==> src/lc3b_consts.svh <==
`ifndef LC3B_CONSTS_SVH
`define LC3B_CONSTS_SVH

// first fetch address out of reset
`define LC3B_RESET_PC 16'h0000

// BR with nzp = 000, never taken
// decode sees this while the IF slot is empty
`define LC3B_NOP 16'h0000

// architectural register count, R0 to R7
`define LC3B_NUM_REGS 8

// data and address width
`define LC3B_WORD_W 16

`endif

==> src/lc3b_isa_pkg.sv <==
`include "lc3b_consts.svh"

package lc3b_isa_pkg;

	// one data or address word
	typedef logic [`LC3B_WORD_W-1:0] lc3b_word;

	// register index as found in the instruction fields
	typedef logic [2:0] lc3b_reg;

	// condition codes, bit 2 is N, bit 1 is Z, bit 0 is P
	// also the shape of the BR mask in instr[11:9]
	typedef logic [2:0] lc3b_nzp;

	// instr[15:12]
	// only the supported subset is named
	// anything else decodes as a NOP
	typedef enum logic [3:0] {
		// conditional branch, nzp = 000 is the NOP
		op_br  = 4'b0000,
		// register or imm5 form
		op_add = 4'b0001,
		op_and = 4'b0101,
		// base plus offset6 times two
		op_ldr = 4'b0110,
		op_str = 4'b0111,
		// only the register form, low bits are all ones
		op_not = 4'b1001,
		// pc plus offset9 times two
		op_lea = 4'b1110
	} lc3b_opcode;

endpackage : lc3b_isa_pkg

==> src/lc3b_ctrl_pkg.sv <==
package lc3b_ctrl_pkg;

	import lc3b_isa_pkg::*;

	// function applied in the ALU unit
	typedef enum logic [1:0] {
		alu_add,
		alu_and,
		// ignores operand b
		alu_not,
		// hands out the pc-relative sum, used by LEA and BR
		alu_pass
	} lc3b_aluop;

	// where the register write data comes from
	typedef enum logic [1:0] {
		wb_alu,
		wb_mem,
		// no register write
		wb_none
	} lc3b_wbsrc;

	// one per instruction, built in decode and carried to writeback
	typedef struct packed {
		lc3b_opcode opcode;
		lc3b_aluop  aluop;
		// imm over sr2 for operand b
		logic       alu_imm;
		logic       mem_read;
		logic       mem_write;
		logic       load_regfile;
		logic       load_cc;
		logic       is_branch;
		// branch mask, zero for everything but BR
		lc3b_nzp    nzp;
		lc3b_wbsrc  wbsrc;
	} lc3b_control_word;

endpackage : lc3b_ctrl_pkg

==> src/lc3b_pipe_ifs.sv <==
`timescale 1ns/1ps

// instruction leaving decode for the execute units
interface lc3b_issue_if
	import lc3b_isa_pkg::*, lc3b_ctrl_pkg::*;
();

	logic             valid;
	lc3b_control_word ctrl;
	// already incremented by two
	lc3b_word         pc;
	lc3b_reg          dest;
	lc3b_word         sr1_val;
	// holds the dest register for STR
	lc3b_word         sr2_val;
	// imm5, offset6 or offset9, sign extended and scaled
	lc3b_word         imm;

	modport issuer (
		output valid, ctrl, pc, dest, sr1_val, sr2_val, imm
	);

	modport exec (
		input valid, ctrl, pc, dest, sr1_val, sr2_val, imm
	);

endinterface : lc3b_issue_if

// results from writeback back to fetch and decode
interface lc3b_wb_if
	import lc3b_isa_pkg::*;
();

	logic     reg_we;
	lc3b_reg  reg_dest;
	lc3b_word reg_data;
	// taken branch, fetch restarts at target
	logic     redirect;
	lc3b_word target;

	modport source (
		output reg_we, reg_dest, reg_data, redirect, target
	);

	modport sink (
		input reg_we, reg_dest, reg_data, redirect, target
	);

endinterface : lc3b_wb_if

==> src/lc3b_fetch_decode.sv <==
`timescale 1ns/1ps
`include "lc3b_consts.svh"

module lc3b_fetch_decode
	import lc3b_isa_pkg::*, lc3b_ctrl_pkg::*;
(
	input  logic         clk,
	input  logic         arst_n,
	input  logic         instruction_response,
	input  lc3b_word     instr,
	input  logic         mem_ready,
	output lc3b_word     instruction_address,
	output logic         instruction_request,
	output logic         advance,
	lc3b_issue_if.issuer iss,
	lc3b_wb_if.sink      wb
);

	lc3b_word         pc;
	lc3b_word         pc_plus2;
	logic             fetch_en;
	logic             if_full;
	lc3b_word         if_instr;
	lc3b_word         dec_instr;
	lc3b_opcode       dec_op;
	lc3b_control_word dec_ctrl;
	lc3b_word         dec_imm;
	lc3b_reg          sr2_sel;
	lc3b_word         regs [`LC3B_NUM_REGS];

	// pc only moves on advance, so it still points at the IF slot's instruction
	assign pc_plus2 = pc + 16'd2;
	assign instruction_address = pc;
	// ask whenever the slot is empty, starting the cycle after reset
	assign instruction_request = fetch_en && !if_full;
	// every stage ready, pipeline moves as one
	assign advance = if_full && mem_ready;

	always_ff @(posedge clk or negedge arst_n) begin
		if (!arst_n) begin
			pc <= `LC3B_RESET_PC;
			fetch_en <= 1'b0;
			if_full <= 1'b0;
		end else begin
			fetch_en <= 1'b1;
			if (advance) begin
				pc <= wb.redirect ? wb.target : pc_plus2;
				if_full <= 1'b0;
			end else if (instruction_request && instruction_response) begin
				if_full <= 1'b1;
			end
		end
	end

	// IF slot payload
	always_ff @(posedge clk) begin
		if (instruction_request && instruction_response)
			if_instr <= instr;
	end

	// empty slot decodes as a NOP
	assign dec_instr = if_full ? if_instr : `LC3B_NOP;
	assign dec_op = lc3b_opcode'(dec_instr[15:12]);
	// STR reads its source through the second port
	assign sr2_sel = (dec_op == op_str) ? dec_instr[11:9] : dec_instr[2:0];

	// control ROM
	always_comb begin
		dec_ctrl = '0;
		dec_ctrl.opcode = dec_op;
		dec_ctrl.aluop = alu_add;
		dec_ctrl.wbsrc = wb_none;
		// imm5 unless overridden below
		dec_imm = {{11{dec_instr[4]}}, dec_instr[4:0]};
		case (dec_op)
			op_add, op_and: begin
				dec_ctrl.aluop = (dec_op == op_and) ? alu_and : alu_add;
				dec_ctrl.alu_imm = dec_instr[5];
				dec_ctrl.load_regfile = 1'b1;
				dec_ctrl.load_cc = 1'b1;
				dec_ctrl.wbsrc = wb_alu;
			end
			op_not: begin
				dec_ctrl.aluop = alu_not;
				dec_ctrl.load_regfile = 1'b1;
				dec_ctrl.load_cc = 1'b1;
				dec_ctrl.wbsrc = wb_alu;
			end
			op_ldr, op_str: begin
				// word offset in bytes
				dec_imm = {{9{dec_instr[5]}}, dec_instr[5:0], 1'b0};
				dec_ctrl.mem_read = (dec_op == op_ldr);
				dec_ctrl.mem_write = (dec_op == op_str);
				dec_ctrl.load_regfile = (dec_op == op_ldr);
				dec_ctrl.load_cc = (dec_op == op_ldr);
				dec_ctrl.wbsrc = (dec_op == op_ldr) ? wb_mem : wb_none;
			end
			op_lea: begin
				dec_imm = {{6{dec_instr[8]}}, dec_instr[8:0], 1'b0};
				dec_ctrl.aluop = alu_pass;
				// LC-3b LEA leaves the condition codes alone
				dec_ctrl.load_regfile = 1'b1;
				dec_ctrl.wbsrc = wb_alu;
			end
			op_br: begin
				dec_imm = {{6{dec_instr[8]}}, dec_instr[8:0], 1'b0};
				dec_ctrl.aluop = alu_pass;
				dec_ctrl.is_branch = 1'b1;
				dec_ctrl.nzp = dec_instr[11:9];
			end
			default: begin
				// unsupported, behaves as a NOP
				dec_ctrl.opcode = op_br;
			end
		endcase
	end

	// register file, write lands on the advance that retires the instruction
	always_ff @(posedge clk) begin
		if (advance && wb.reg_we)
			regs[wb.reg_dest] <= wb.reg_data;
	end

	// issue register control, squashed by a taken branch
	always_ff @(posedge clk or negedge arst_n) begin
		if (!arst_n) begin
			iss.valid <= 1'b0;
			iss.ctrl <= '0;
		end else if (advance) begin
			iss.valid <= !wb.redirect;
			if (wb.redirect)
				iss.ctrl <= '0;
			else
				iss.ctrl <= dec_ctrl;
		end
	end

	// issue register payload
	always_ff @(posedge clk) begin
		if (advance) begin
			iss.pc <= pc_plus2;
			iss.dest <= dec_instr[11:9];
			iss.sr1_val <= regs[dec_instr[8:6]];
			iss.sr2_val <= regs[sr2_sel];
			iss.imm <= dec_imm;
		end
	end

	// pending fetch keeps its address until answered
	fetch_addr_stable: assert property (@(posedge clk) disable iff (!arst_n)
		instruction_request && !instruction_response |=> $stable(instruction_address));

endmodule : lc3b_fetch_decode

==> src/lc3b_alu_unit.sv <==
`timescale 1ns/1ps

module lc3b_alu_unit
	import lc3b_isa_pkg::*, lc3b_ctrl_pkg::*;
(
	input  logic       clk,
	input  logic       arst_n,
	lc3b_issue_if.exec iss,
	output lc3b_word   alu_result,
	output lc3b_word   br_target
);

	lc3b_word opnd_b;

	// imm5 or sr2
	assign opnd_b = iss.ctrl.alu_imm ? iss.imm : iss.sr2_val;

	// pc already points past the branch
	// imm holds offset9 scaled to bytes
	assign br_target = iss.pc + iss.imm;

	always_comb begin
		case (iss.ctrl.aluop)
			alu_add: begin
				alu_result = iss.sr1_val + opnd_b;
			end
			alu_and: begin
				alu_result = iss.sr1_val & opnd_b;
			end
			alu_not: begin
				alu_result = ~iss.sr1_val;
			end
			alu_pass: begin
				// LEA result is the branch adder output
				alu_result = br_target;
			end
			default: begin
				alu_result = iss.sr1_val;
			end
		endcase
	end

	// decode never hands a load to the ALU result path
	alu_no_load: assert property (@(posedge clk) disable iff (!arst_n)
		iss.valid && iss.ctrl.wbsrc == wb_alu |-> !iss.ctrl.mem_read);

endmodule : lc3b_alu_unit

==> src/lc3b_mem_unit.sv <==
`timescale 1ns/1ps

module lc3b_mem_unit
	import lc3b_isa_pkg::*, lc3b_ctrl_pkg::*;
(
	input  logic       clk,
	input  logic       arst_n,
	input  logic       advance,
	input  lc3b_word   mem_rdata,
	input  logic       data_response,
	lc3b_issue_if.exec iss,
	output lc3b_word   mem_address,
	output lc3b_word   write_data,
	output lc3b_word   load_data,
	output logic       data_request,
	output logic       write_enable,
	output logic       mem_ready
);

	// mem_wait means the access finished and the unit waits for advance
	typedef enum logic {
		mem_idle,
		mem_wait
	} mem_state_e;

	mem_state_e state;
	logic       access;

	assign access = iss.valid && (iss.ctrl.mem_read || iss.ctrl.mem_write);

	// base plus scaled offset
	assign mem_address = iss.sr1_val + iss.imm;
	// STR source came through read port two
	assign write_data = iss.sr2_val;

	// request held from the first cycle of the access until the response
	assign data_request = access && (state == mem_idle);
	assign write_enable = data_request && iss.ctrl.mem_write;
	// non-memory instructions never hold the pipe
	assign mem_ready = !access || (state == mem_wait);

	always_ff @(posedge clk or negedge arst_n) begin
		if (!arst_n) begin
			state <= mem_idle;
		end else begin
			case (state)
				mem_idle: begin
					if (data_request && data_response)
						state <= mem_wait;
				end
				mem_wait: begin
					// next instruction enters the issue slot
					if (advance)
						state <= mem_idle;
				end
				default: begin
					state <= mem_idle;
				end
			endcase
		end
	end

	// load word, held for writeback until the advance
	always_ff @(posedge clk) begin
		if (data_request && data_response && iss.ctrl.wbsrc == wb_mem)
			load_data <= mem_rdata;
	end

	// issue slot holds during back-pressure, so the request does too
	req_hold: assert property (@(posedge clk) disable iff (!arst_n)
		data_request && !data_response |=> data_request && $stable(write_enable)
		&& $stable(mem_address) && $stable(write_data));

	// only a STR out of decode writes memory
	we_is_store: assert property (@(posedge clk) disable iff (!arst_n)
		write_enable |-> data_request && iss.ctrl.opcode == op_str);

	// word accesses only
	addr_even: assert property (@(posedge clk) disable iff (!arst_n)
		data_request |-> !mem_address[0]);

endmodule : lc3b_mem_unit

==> src/lc3b_writeback.sv <==
`timescale 1ns/1ps

module lc3b_writeback
	import lc3b_isa_pkg::*, lc3b_ctrl_pkg::*;
(
	input  logic       clk,
	input  logic       arst_n,
	input  logic       advance,
	input  lc3b_word   alu_result,
	input  lc3b_word   br_target,
	input  lc3b_word   load_data,
	lc3b_issue_if.exec iss,
	lc3b_wb_if.source  wb
);

	logic             ex_valid;
	lc3b_control_word ex_ctrl;
	lc3b_reg          ex_dest;
	lc3b_word         ex_alu;
	lc3b_word         ex_load;
	lc3b_word         ex_target;
	lc3b_nzp          cc;
	lc3b_nzp          cc_new;

	// EX/WB control, the instruction behind a taken branch is dropped
	always_ff @(posedge clk or negedge arst_n) begin
		if (!arst_n) begin
			ex_valid <= 1'b0;
			ex_ctrl <= '0;
		end else if (advance) begin
			ex_valid <= iss.valid && !wb.redirect;
			ex_ctrl <= iss.ctrl;
		end
	end

	// EX/WB payload
	always_ff @(posedge clk) begin
		if (advance) begin
			ex_dest <= iss.dest;
			ex_alu <= alu_result;
			ex_load <= load_data;
			ex_target <= br_target;
		end
	end

	assign wb.reg_we = ex_valid && ex_ctrl.load_regfile;
	assign wb.reg_dest = ex_dest;
	assign wb.reg_data = (ex_ctrl.wbsrc == wb_mem) ? ex_load : ex_alu;

	// n z p from the value being written
	assign cc_new = {wb.reg_data[15], wb.reg_data == 16'h0000,
		!wb.reg_data[15] && wb.reg_data != 16'h0000};

	// NZP register, starts at Z
	always_ff @(posedge clk or negedge arst_n) begin
		if (!arst_n)
			cc <= 3'b010;
		else if (advance && ex_valid && ex_ctrl.load_cc)
			cc <= cc_new;
	end

	// taken when the mask meets the current codes
	assign wb.redirect = ex_valid && ex_ctrl.is_branch && |(ex_ctrl.nzp & cc);
	assign wb.target = ex_target;

endmodule : lc3b_writeback

==> src/lc3b_core.sv <==
`timescale 1ns/1ps

module lc3b_core
	import lc3b_isa_pkg::*;
(
	input  logic     clk,
	input  logic     arst_n,
	input  lc3b_word instr,
	input  logic     instruction_response,
	input  lc3b_word mem_rdata,
	input  logic     data_response,
	output lc3b_word instruction_address,
	output logic     instruction_request,
	output lc3b_word mem_address,
	output lc3b_word write_data,
	output logic     data_request,
	output logic     write_enable
);

	lc3b_word alu_result;
	lc3b_word br_target;
	lc3b_word load_data;
	logic     mem_ready;
	logic     advance;

	// decode to execute
	lc3b_issue_if iss_if ();
	// writeback to register file and pc
	lc3b_wb_if    wb_if ();

	lc3b_fetch_decode fetch_decode_i (
		.clk,
		.arst_n,
		.instruction_response,
		.instr,
		.mem_ready,
		.instruction_address,
		.instruction_request,
		.advance,
		.iss (iss_if),
		.wb  (wb_if)
	);

	lc3b_alu_unit alu_unit_i (
		.clk,
		.arst_n,
		.iss (iss_if),
		.alu_result,
		.br_target
	);

	lc3b_mem_unit mem_unit_i (
		.clk,
		.arst_n,
		.advance,
		.mem_rdata,
		.data_response,
		.iss (iss_if),
		.mem_address,
		.write_data,
		.load_data,
		.data_request,
		.write_enable,
		.mem_ready
	);

	lc3b_writeback writeback_i (
		.clk,
		.arst_n,
		.advance,
		.alu_result,
		.br_target,
		.load_data,
		.iss (iss_if),
		.wb  (wb_if)
	);

endmodule : lc3b_core

==> config.mk <==
export PLATFORM = sky130hd
export DESIGN_NAME = lc3b_core
export DESIGN_NICKNAME = d
export VERILOG_FILES = /design/src/lc3b_isa_pkg.sv /design/src/lc3b_ctrl_pkg.sv /design/src/lc3b_pipe_ifs.sv /design/src/lc3b_fetch_decode.sv /design/src/lc3b_alu_unit.sv /design/src/lc3b_mem_unit.sv /design/src/lc3b_writeback.sv /design/src/lc3b_core.sv
export VERILOG_INCLUDE_DIRS = /design/src
export SDC_FILE = /design/constraint.sdc
export NUM_CORES = 1
export LEC_CHECK = 0
export ABC_AREA = 0
export BUFFER_PORTS_ARGS = -buffer_cell sky130_fd_sc_hd__buf_2
export CAP_MARGIN = 20
export CORE_ASPECT_RATIO = 2
export CORE_MARGIN = 3
export CORE_UTILIZATION = 57
export CTS_BUF_LIST = sky130_fd_sc_hd__clkbuf_8
export DETAILED_ROUTE_END_ITERATION = 10
export PLACE_DENSITY = 0.82
export SKIP_CTS_REPAIR_TIMING = 1
export SKIP_LAST_GASP = 1
export SYNTH_ARGS = -nofsm -noshare
export SYNTH_HDL_FRONTEND = slang
export SYNTH_SLANG_ARGS = --single-unit
export TNS_END_PERCENT = 100
==> constraint.sdc <==
create_clock -name clk -period 5.1 [get_ports clk]
set_input_delay 1.02 -clock clk [delete_from_list [all_inputs] [get_ports clk]]
set_output_delay 1.02 -clock clk [all_outputs]
set_load 0.02 [all_outputs]
==> results of run 1 <==
==> power by group through the flow <==
stage                     combinational (W)  clock, W  sequential (W)
after global routing                0.00474   0.00211         0.00421
after detailed placement            0.00430         0         0.00419
after CTS                           0.00433   0.00200         0.00415
final                               0.00436   0.00197         0.00417
after floorplan                     0.00318         0         0.00409
after global placement              0.00418         0         0.00418
==> placed cells by master (no fill, tap or decap), types with 4 or more instances in the layout <==
master | synthesis | layout
nor2b_1 | 9 | 9
nand4_1 | 8 | 8
mux4_2 | 71 | 71
buf_4 | 1 | 20
clkinv_2 | 0 | 10
edfxtp_1 | 272 | 272
nor4_1 | 11 | 10
xnor2_1 | 33 | 33
o41ai_1 | 5 | 5
and3_1 | 7 | 7
a211oi_1 | 10 | 10
clkinv_1 | 0 | 6
nor3_1 | 15 | 13
ha_1 | 47 | 47
a21o_1 | 15 | 15
xor2_1 | 16 | 16
nand2_1 | 84 | 83
nand2b_1 | 4 | 4
inv_1 | 35 | 43
o21ai_0 | 65 | 65
a21oi_1 | 61 | 60
and2_1 | 8 | 8
nor3b_1 | 9 | 6
o21a_1 | 14 | 14
o31ai_1 | 4 | 4
clkbuf_8 | 3 | 48
buf_2 | 10 | 86
nand3_1 | 19 | 19
mux2_2 | 60 | 60
a31oi_1 | 4 | 4
nor2_1 | 53 | 53
dfrtp_1 | 44 | 44
mux2i_1 | 19 | 19
==> flip-flops by register name (all words and copies together), names as in the netlist <==
name                                flops
fetch_decode_i.iss.dest                 3
fetch_decode_i.iss.sr1_val             16
fetch_decode_i.instruction_address     16
mem_unit_i.state                        1
fetch_decode_i.iss.imm                 10
writeback_i.ex_ctrl                     8
writeback_i.ex_alu                     16
fetch_decode_i.iss.sr2_val             16
fetch_decode_i.if_full                  1
writeback_i.ex_valid                    1
fetch_decode_i.iss.pc                  16
fetch_decode_i.if_instr                16
writeback_i.wb.target                  16
writeback_i.cc                          3
fetch_decode_i.fetch_en                 1
fetch_decode_i.iss.ctrl                13
writeback_i.wb.reg_dest                 3
writeback_i.ex_load                    16
mem_unit_i.load_data                   16
fetch_decode_i.regs                   128
fetch_decode_i.iss.valid                1
==> stage by stage <==
stage                     worst slack [ns]  power (W)  hold slack (ns)  util, %  cell area [um2]
after global placement                1.05    0.00836            0.402     61.2            16500
after floorplan                      0.247    0.00726            0.400        -            15700
after CTS                            0.326     0.0105            0.413     64.4            17400
after global routing                0.0648     0.0111            0.339     64.5            17400
after detailed placement             0.945    0.00849            0.405     61.2            16500
final                                0.312     0.0105            0.330     64.5            17400
==> worst paths after layout <==
check	from	endpoint	slack, ns	cells past startpoint
hold reg to reg	mem_unit_i.load_data[11]	writeback_i.ex_load[11]	0.40	0
min in group clk	mem_unit_i.load_data[11]	writeback_i.ex_load[11]	0.40	0
hold / removal	arst_n	writeback_i.ex_ctrl[6]	0.33	1
setup reg to reg	fetch_decode_i.iss.ctrl[10]	writeback_i.ex_alu[15]	1.05	10
max in group asynchronous	arst_n	writeback_i.cc[1]	4.22	2
setup / recovery	fetch_decode_i.iss.sr1_val[0]	mem_address[14]	0.31	11
==> cell families (layout without fill, tap and decap cells) <==
kind of cell               count (synthesis)  in the layout
DFF                                      317            317
xor gates and xnor gates                  49             49
and+or+nand+nor                          242            242
AOI/OAI and AO/OA                        206            206
adders and majority gates                 50             50
muxes                                    150            150
buffers and inverters                     84            221
other                                      1              2
==> metal layers <==
metal | vias up | routed length, um | global-route usage, %
met3 | 101 | 2140 | 3.28
met1 | 4963 | 13000 | 29.6
met5 | - | 0 | 0
met4 | 0 | 1750 | 12.1
li1 | 4470 | - | -
met2 | 415 | 20500 | 46.7
==> cell type report <==
| class | count | area, um2 |
|---|---|---|
| Sequential cell | 317 | 9300 |
| Multi-Input combinational cell | 698 | 6060 |
| Antenna cell | 1 | 2.50 |
| Fill cell | 1950 | 9600 |
| Clock inverter | 29 | 204 |
| Tap cell | 348 | 435 |
| Inverter | 36 | 138 |
| Clock buffer | 48 | 661 |
| Timing Repair Buffer | 108 | 621 |
==> flow_summary_export.csv, run 1 <==
group,metric,value,unit
setup_path,slowest_delay,0.61,ns
global_routing,antenna_found_initial,1,
outcome,status,"finished clean",
setup_path,worstPathRequired,4.08,ns
synthesis,yosys.area.top_type_share,52.1,%
placement,portBuffers,86,
drt,avgViaCountPerCell,6.28,
drt,ant_nets,0,
synthesis,synth_nets,1185,
setup_path,critPathArrivalTime,3.77,ns
drt,wl,37.4,mm
synthesis,synth-edff-count,272,
sta,max_freq,209,MHz
setup_path,crit_type,"flop to output pin",
setup_path,cp_slowest_cell,"a211oi_1",
pwr,switching_power,0.00402,W
pwr,peakVddDrop,0.000349,V
sta,hold_violations,0,
setup_path,cpMostUsedCell,"o21ai_0",
floorplan,io_pins,87,
synthesis,yosysTopAreaCell,"edfxtp_1",
synthesis,synth-xor-area-share,2.74,%
clocking,cts_tree,"yes",
synthesis,synth_adder_area_share,4.13,%
global_routing,grt_max_degree,120,
synthesis,ys_types,68,
sta,finalSetupViolCount,0,
synthesis,synth_cells,1099,
clocking,numCtsBuffers,42,
global_routing,grt-ovfl-total,0,
floorplan,die-area,29700,um2
placement,gp_congestion,0.917,
setup_path,start_kind,"flop",
floorplan,die_y,241,um
floorplan,core,27000,um2
clocking,root_buffer,"clkbuf_8",
clocking,clock_path_buffers,3,
final_layout,layout-drive-gt1-share,26.1,%
sta,setup_total_negative_slack,0,ns
pwr,p_leak,6.41,nW
final_layout,syn_to_final_growth,11.1,%
synthesis,synthTopCellsByCount,"272 x edfxtp_1, 84 x nand2_1, 71 x mux4_2, 65 x o21ai_0, 61 x a21oi_1",
synthesis,yosys.area_share.simple,7.48,%
synthesis,synth.most_common_cell,"edfxtp_1",
setup_path,cpLargestDelayFamily,"compound AO/OA/AOI/OAI gates",
global_routing,grt_pass1_wl,57.5,mm
sta,post-route-min-period,4.79,ns
setup_path,crit_buf_inv,2,
pwr,pwr-share-comb,41.5,%
synthesis,yosys-top-cells-area,"edfxtp_1 52%, mux4_2 10%, dfrtp_1 7.0%, mux2_2 4.3%, ha_1 3.8%",
pwr,p_int,0.00648,W
sta,skew,0.0530,ns
pwr,pwr-share-clk,18.7,%
placement,dp_cells,1506,
setup_path,worstPathMaxFanout,3,
clocking,h-tree-depth,2,
global_routing,first_global_vias,10300,
clocking,path_clk_slew,0.07,ns
sta,slew_headroom,28.1,%
synthesis,synth_top_family_by_area,"multiplexers",
synthesis,synth.area.mux_share,15.7,%
drt,vias,9949,
clocking,clock_latency,0.60,ns
synthesis,yosys_warnings,0,
pwr,switching_share,38.3,%
floorplan,initial_utilization,58.1,%
placement,dp_hpwl,25.6,mm
synthesis,yosysSeqAreaShare,59.3,%
job,cap_violations,0,
synthesis,synth-compound-area-share,8.17,%
clocking,cts_sinks,317,
synthesis,synth_area_per_cell,14.3,um2
pwr,seqPwrFrac,39.7,%
final_layout,nNetsFinal,1289,
synthesis,ys.flop_type,"edfxtp_1",
drt,wl_per_cell,23.6,um
synthesis,syn-cell-area,15700,um2
global_routing,track_usage,25.7,%
worst_hold_path,hold_class,"primary input to asynchronous set/reset pin",
drt,drc,0,
sta,drv_slew,0,
sta,rsz0062_at_grt,"no",
setup_path,crit_path_cell_trace,"ha_1, inv_1, fa_1, nor2b_1, o21ai_0, a21boi_0, o21ai_0, a211oi_1, a221oi_1, xnor2_1, buf_2",
floorplan,fp.dieW,123,um
setup_path,cp-end-kind,"output pin",
final_layout,final_cells,1585,
pwr,power_density,603,nW/um2
sta,period_share,93.9,%
floorplan,fp-row-count,85,
drt,drt_iter0_drc,891,
sta,worstMarginPinSlew,1.05,ns
drt,drt_first_pass_iters,5,
synthesis,ys_seq_elements,317,
synthesis,async_reset_ff_share,14.2,%
No activity file was read; power rests on OpenSTA's default activity.
==> run 2, diff against run 1 <==
--- a/config.mk
+++ b/config.mk
@@ -9,12 +9,13 @@
 export ABC_AREA = 0
 export BUFFER_PORTS_ARGS = -buffer_cell sky130_fd_sc_hd__buf_2
 export CAP_MARGIN = 20
-export CORE_ASPECT_RATIO = 2
+export CORE_ASPECT_RATIO = 0.7
 export CORE_MARGIN = 3
 export CORE_UTILIZATION = 57
 export CTS_BUF_LIST = sky130_fd_sc_hd__clkbuf_8
 export DETAILED_ROUTE_END_ITERATION = 10
-export PLACE_DENSITY = 0.82
+export PLACE_DENSITY = 0.76
+export SETUP_SLACK_MARGIN = 0.05
 export SKIP_CTS_REPAIR_TIMING = 1
 export SKIP_LAST_GASP = 1
 export SYNTH_ARGS = -nofsm -noshare
==> run 2 against run 1 <==
  * Largest power group unchanged
  * Global-route usage is 0.33 points lower
  * Combinational power is 1% higher
  * Sequential power is 1% lower
==> flow_summary_export.csv, run 2 (synthesis gave the netlist of run 1 again) <==
group,metric,value,unit
floorplan,initial_utilization,58.3,%
global_routing,track_usage,25.3,%
global_routing,grt_util_met2,38.7,%
drt,wl_per_cell,22.7,um
setup_path,reg2reg_from,"fetch_decode_i.iss.ctrl[10]",
global_routing,grt-ovfl-total,0,
clocking,cts_sinks,317,
global_routing,grt_max_degree,58,
pwr,peakVddDrop,0.000372,V
clocking,clock_latency,0.60,ns
setup_path,worstRegToRegCells,10,
drt,ant_nets,0,
clocking,numCtsBuffers,48,
global_routing,first_global_vias,9867,
final_layout,fill_cells,1948,
clocking,root_buffer,"clkbuf_8",
drt,drt_first_pass_iters,6,
pwr,switching_share,38.4,%
setup_path,cp-end-kind,"output pin",
pwr,power_density,606,nW/um2
pwr,p_int,0.00654,W
global_routing,gr-usage-met1,38.1,%
floorplan,core,26900,um2
drt,drc,0,
final_layout,layout-drive-gt1-share,26.3,%
sta,drv_slew,0,
outcome,status,"finished clean",
final_layout,final_cell_mix,"272 x edfxtp_1, 86 x buf_2, 83 x nand2_1",
floorplan,fp-row-count,50,
drt,drt_iter0_drc,1128,
drt,vias,10000,
final_layout,largest_reg_flops,128,
pwr,switching_power,0.00407,W
pwr,pwr-share-clk,19.5,%
floorplan,die_y,145,um
sta,post-route-min-period,4.80,ns
final_layout,nNetsFinal,1297,
final_layout,final_cells,1613,
sta,finalSetupViolCount,0,
global_routing,grt_pass1_wl,56.9,mm
global_routing,grtUsageMet3,4.92,%
sta,rsz0062_at_grt,"no",
sta,slew_headroom,28.1,%
sta,hold_violations,0,
setup_path,worstPathMaxFanout,3,
setup_path,rrSetupSlack,1.18,ns
sta,max_freq,208,MHz
job,cap_violations,0,
sta,skew,0.0394,ns
clocking,cts_tree,"yes",
global_routing,top_usage_layer,"met2",
drt,avgViaCountPerCell,6.22,
final_layout,register_area,9300,um2
placement,portBuffers,86,
sta,setup_total_negative_slack,0,ns
setup_path,critPathArrivalTime,3.78,ns
floorplan,io_pins,87,
final_layout,multi_input_area,6070,um2
clocking,h-tree-depth,2,
global_routing,antenna_found_initial,0,
sta,worstMarginPinSlew,1.08,ns
pwr,pwr-share-comb,41.6,%
setup_path,rr_endpoint,"writeback_i.ex_alu[15]",
sta,period_share,94.1,%
placement,dp_cells,1524,
clocking,path_clk_slew,0.06,ns
setup_path,worstPathRequired,4.08,ns
final_layout,layout_commonest_cell,"edfxtp_1",
pwr,p_leak,6.46,nW
final_layout,regMostFlops,"fetch_decode_i.regs",
clocking,clock_path_buffers,3,
worst_hold_path,hold_class,"primary input to asynchronous set/reset pin",
floorplan,die-area,29600,um2
setup_path,start_kind,"flop",
setup_path,critPathLaunch,"fetch_decode_i.iss.imm[0]",
final_layout,syn_to_final_growth,11.7,%
setup_path,crit_type,"flop to output pin",
placement,gp_congestion,0.889,
drt,wl,36.6,mm
placement,dp_hpwl,25.0,mm
pwr,seqPwrFrac,38.9,%
floorplan,fp.dieW,204,um
run 2: cell types whose count changed in the layout (fill, tap and decap cells not counted), sizes merged:
| cell | delta |
|---|---|
| clkbuf | +3 |
| clkinv | +2 |
| inv | +5 |
| buf | +2 |
run 2: power groups by stage:
stage | registers (W) | clock network [W] | logic (W)
after floorplan | 0.00409 | 0 | 0.00318
after global placement | 0.00416 | 0 | 0.00425
after detailed placement | 0.00416 | 0 | 0.00434
after CTS | 0.00412 | 0.00211 | 0.00439
after global routing | 0.00417 | 0.00223 | 0.00482
final | 0.00413 | 0.00207 | 0.00441
run 2: metrics by stage:
| stage | worst slack [ns] | total power [W] | area [um2] | utilization (%) | hold WS (ns) |
|---|---|---|---|---|---|
| 2_1_floorplan | 0.247 | 0.00726 | 15700 | - | 0.400 |
| 3_5_place_dp | 0.960 | 0.00851 | 16600 | 61.6 | 0.406 |
| 3_3_place_gp | 1.05 | 0.00841 | 16600 | 61.6 | 0.404 |
| 4_1_cts | 0.308 | 0.0106 | 17500 | 65.0 | 0.399 |
| 5_1_grt | 0.0512 | 0.0112 | 17500 | 65.1 | 0.257 |
| 6_report | 0.300 | 0.0106 | 17500 | 65.1 | 0.282 |
run 2: layout make-up:
class | instances | area share [%]
well taps | 364 | 2.60
multi-input cells | 698 | 34.6
inverters | 36 | 0.786
clock inverters | 36 | 1.33
flip-flops and latches | 317 | 53.1
diodes | 1 | 0.0143
repair buffers | 110 | 3.56
clock buffers | 51 | 4.01
run 2: critical path, cell delays in order, from the launching register on:
cell and delay, ns:
edfxtp_1 0.38, ha_1 0.20, inv_1 0.07, fa_1 0.45, nor2b_1 0.12, o21ai_0 0.12, a21boi_0 0.35, o21ai_0 0.18
a211oi_1 0.72, a221oi_1 0.24, xnor2_1 0.18, buf_2 0.18
run 2: how the worst max path moves through the flow:
stage	slack, ns	to
2_1_floorplan	0.25	fetch_decode_i.iss.dest[0]
3_3_place_gp	1.05	mem_address[14]
3_5_place_dp	0.96	mem_address[14]
4_1_cts	0.31	mem_address[14]
5_1_grt	0.05	mem_address[14]
6_report	0.30	mem_address[14]
run 2: routing by layer:
metal | routed length (um) | part of all wire, % | up-vias
met5 | 0 | 0 | -
met4 | 757 | 2.1 | 0
met3 | 3220 | 8.8 | 74
met2 | 16500 | 45 | 484
met1 | 16100 | 44 | 4973
li1 | - | - | 4503
==> run 3, diff against run 2 <==
--- a/config.mk
+++ b/config.mk
@@ -15,6 +15,7 @@
 export CTS_BUF_LIST = sky130_fd_sc_hd__clkbuf_8
 export DETAILED_ROUTE_END_ITERATION = 10
 export PLACE_DENSITY = 0.76
+export REMOVE_ABC_BUFFERS = 1
 export SETUP_SLACK_MARGIN = 0.05
 export SKIP_CTS_REPAIR_TIMING = 1
 export SKIP_LAST_GASP = 1
==> run 3 against run 2 <==
  * Power down 1.5%
  * Clock power decreased by 7%
  * Cell count is 0.31% lower
  * Flip-flop and latch count did not move
  * Sequential power is essentially flat
  * Critical path depth did not move
==> flow_summary_export.csv, run 3 (synthesis gave the netlist of run 1 again) <==
group,metric,value,unit
drt,wl,36.9,mm
global_routing,first_global_vias,9819,
global_routing,track_usage,25.4,%
clocking,path_clk_slew,0.06,ns
sta,worstMarginPinSlew,1.13,ns
final_layout,largest_reg_flops,128,
setup_path,reg2reg_from,"fetch_decode_i.iss.ctrl[10]",
final_layout,final_cell_mix,"272 x edfxtp_1, 86 x buf_2, 83 x nand2_1",
setup_path,worstPathMaxFanout,3,
clocking,cts_sinks,317,
sta,hold_slack,0.291,ns
final_layout,fill_cells,1962,
setup_path,worstPathRequired,4.08,ns
sta,drv_slew,0,
clocking,clock_path_buffers,3,
drt,drt_first_pass_iters,5,
final_layout,nNetsFinal,1294,
placement,gp_congestion,0.941,
drt,ant_nets,0,
final_layout,layout_commonest_cell,"edfxtp_1",
job,cap_violations,0,
global_routing,grt_pass1_wl,56.8,mm
clocking,h-tree-depth,2,
setup_path,critPathArrivalTime,3.70,ns
setup_path,cp-end-kind,"output pin",
drt,vias,9970,
clocking,numCtsBuffers,47,
final_layout,num_antenna_cells,0,
floorplan,io_pins,87,
final_layout,layout-drive-gt1-share,25.5,%
global_routing,grt_max_degree,118,
setup_path,cp-endpoint,"mem_address[14]",
pwr,power_density,600,nW/um2
clocking,root_buffer,"clkbuf_8",
global_routing,antenna_found_initial,0,
setup_path,rrSetupSlack,1.45,ns
sta,finalSetupViolCount,0,
floorplan,fp-row-count,50,
global_routing,grt-ovfl-total,0,
setup_path,start_kind,"flop",
floorplan,fp.dieW,204,um
outcome,status,"finished clean",
sta,hold_violations,0,
setup_path,critPathLaunch,"fetch_decode_i.iss.imm[0]",
clocking,clock_latency,0.60,ns
sta,post-route-min-period,4.72,ns
floorplan,initial_utilization,58.3,%
placement,dp_hpwl,24.9,mm
clocking,cts_tree,"yes",
drt,wl_per_cell,22.9,um
final_layout,syn_to_final_growth,11.1,%
drt,avgViaCountPerCell,6.20,
floorplan,die_y,145,um
drt,drc,0,
pwr,peakVddDrop,0.000584,V
floorplan,core,26900,um2
setup_path,rr_endpoint,"writeback_i.ex_alu[15]",
setup_path,worstRegToRegCells,10,
worst_hold_path,hold_class,"primary input to asynchronous set/reset pin",
sta,skew,0.0405,ns
placement,dpl_worst_slack,1.05,ns
final_layout,utilization,64.8,%
floorplan,die-area,29600,um2
final_layout,regMostFlops,"fetch_decode_i.regs",
placement,portBuffers,86,
sta,worst_slack,0.379,ns
drt,drt_iter0_drc,1145,
sta,slew_headroom,24.5,%
sta,period_share,92.6,%
pwr,p_leak,6.43,nW
sta,rsz0062_at_grt,"no",
setup_path,crit_type,"flop to output pin",
sta,max_freq,212,MHz
==> run 3: changes by cell type in the layout (fill, tap and decap cells not counted) <==
cell	change
buf_12	+1
buf_4	-3
bufinv_16	-2
clkbuf_8	-2
clkinv_1	-1
clkinv_2	-5
diode_2	-1
inv_1	+8
==> run 3: cell type report <==
| class | instances | area (um2) | area share, % |
|---|---|---|---|
| clock buffers | 49 | 674 | 3.87 |
| repair buffers | 108 | 621 | 3.56 |
| inverters | 36 | 138 | 0.790 |
| well taps | 364 | 455 | 2.61 |
| multi-input cells | 698 | 6070 | 34.8 |
| flip-flops and latches | 317 | 9300 | 53.3 |
| clock inverters | 36 | 174 | 0.998 |
==> run 3: metal layers <==
layer / part of all wire [%] / wire [um] / track usage [%]
met4: 2.2 / 797 / 6.73
met1: 43 / 16000 / 37.7
met3: 9.2 / 3400 / 5.34
met5: 0 / 0 / 0
met2: 45 / 16700 / 39.1
==> run 3: report_power, final <==
group          internal, W  switching [W]  total [W]
Combinational      0.00176        0.00265    0.00440
Clock             0.000940       0.000976    0.00192
Sequential         0.00371       0.000431    0.00414
Total              0.00641        0.00405     0.0105
==> run 3: worst max-delay path, stage by stage (launching register included) <==
cell and delay (ns):
edfxtp_1 0.38, ha_1 0.20, inv_1 0.07, fa_1 0.46
nor2b_1 0.11, o21ai_0 0.13, a21boi_0 0.37, o21ai_0 0.24
a211oi_1 0.62, a221oi_1 0.22, xnor2_1 0.16, buf_2 0.18
==> run 3: worst min path at each step <==
stage / to / cells past startpoint / slack (ns)
after global placement: writeback_i.ex_load[3] / 0 / 0.40
after CTS: writeback_i.ex_load[1] / 0 / 0.42
after floorplan: writeback_i.ex_load[0] / 0 / 0.40
after detailed placement: writeback_i.ex_load[15] / 0 / 0.40
final: writeback_i.ex_ctrl[1] / 1 / 0.29
after global routing: writeback_i.ex_ctrl[1] / 1 / 0.28
==> run 3: stage by stage <==
| step | instance area, um2 | instances | TNS [ns] | total power (W) |
|---|---|---|---|---|
| 2_1_floorplan | 15400 | 1051 | -165.15 | 0.00718 |
| 3_3_place_gp | 16600 | 1522 | 0 | 0.00843 |
| 3_5_place_dp | 16600 | 1522 | 0 | 0.00853 |
| 4_1_cts | 17400 | 1607 | 0 | 0.0105 |
| 5_1_grt | 17400 | 1608 | 0 | 0.0111 |
| 6_report | 17400 | 1608 | 0 | 0.0105 |
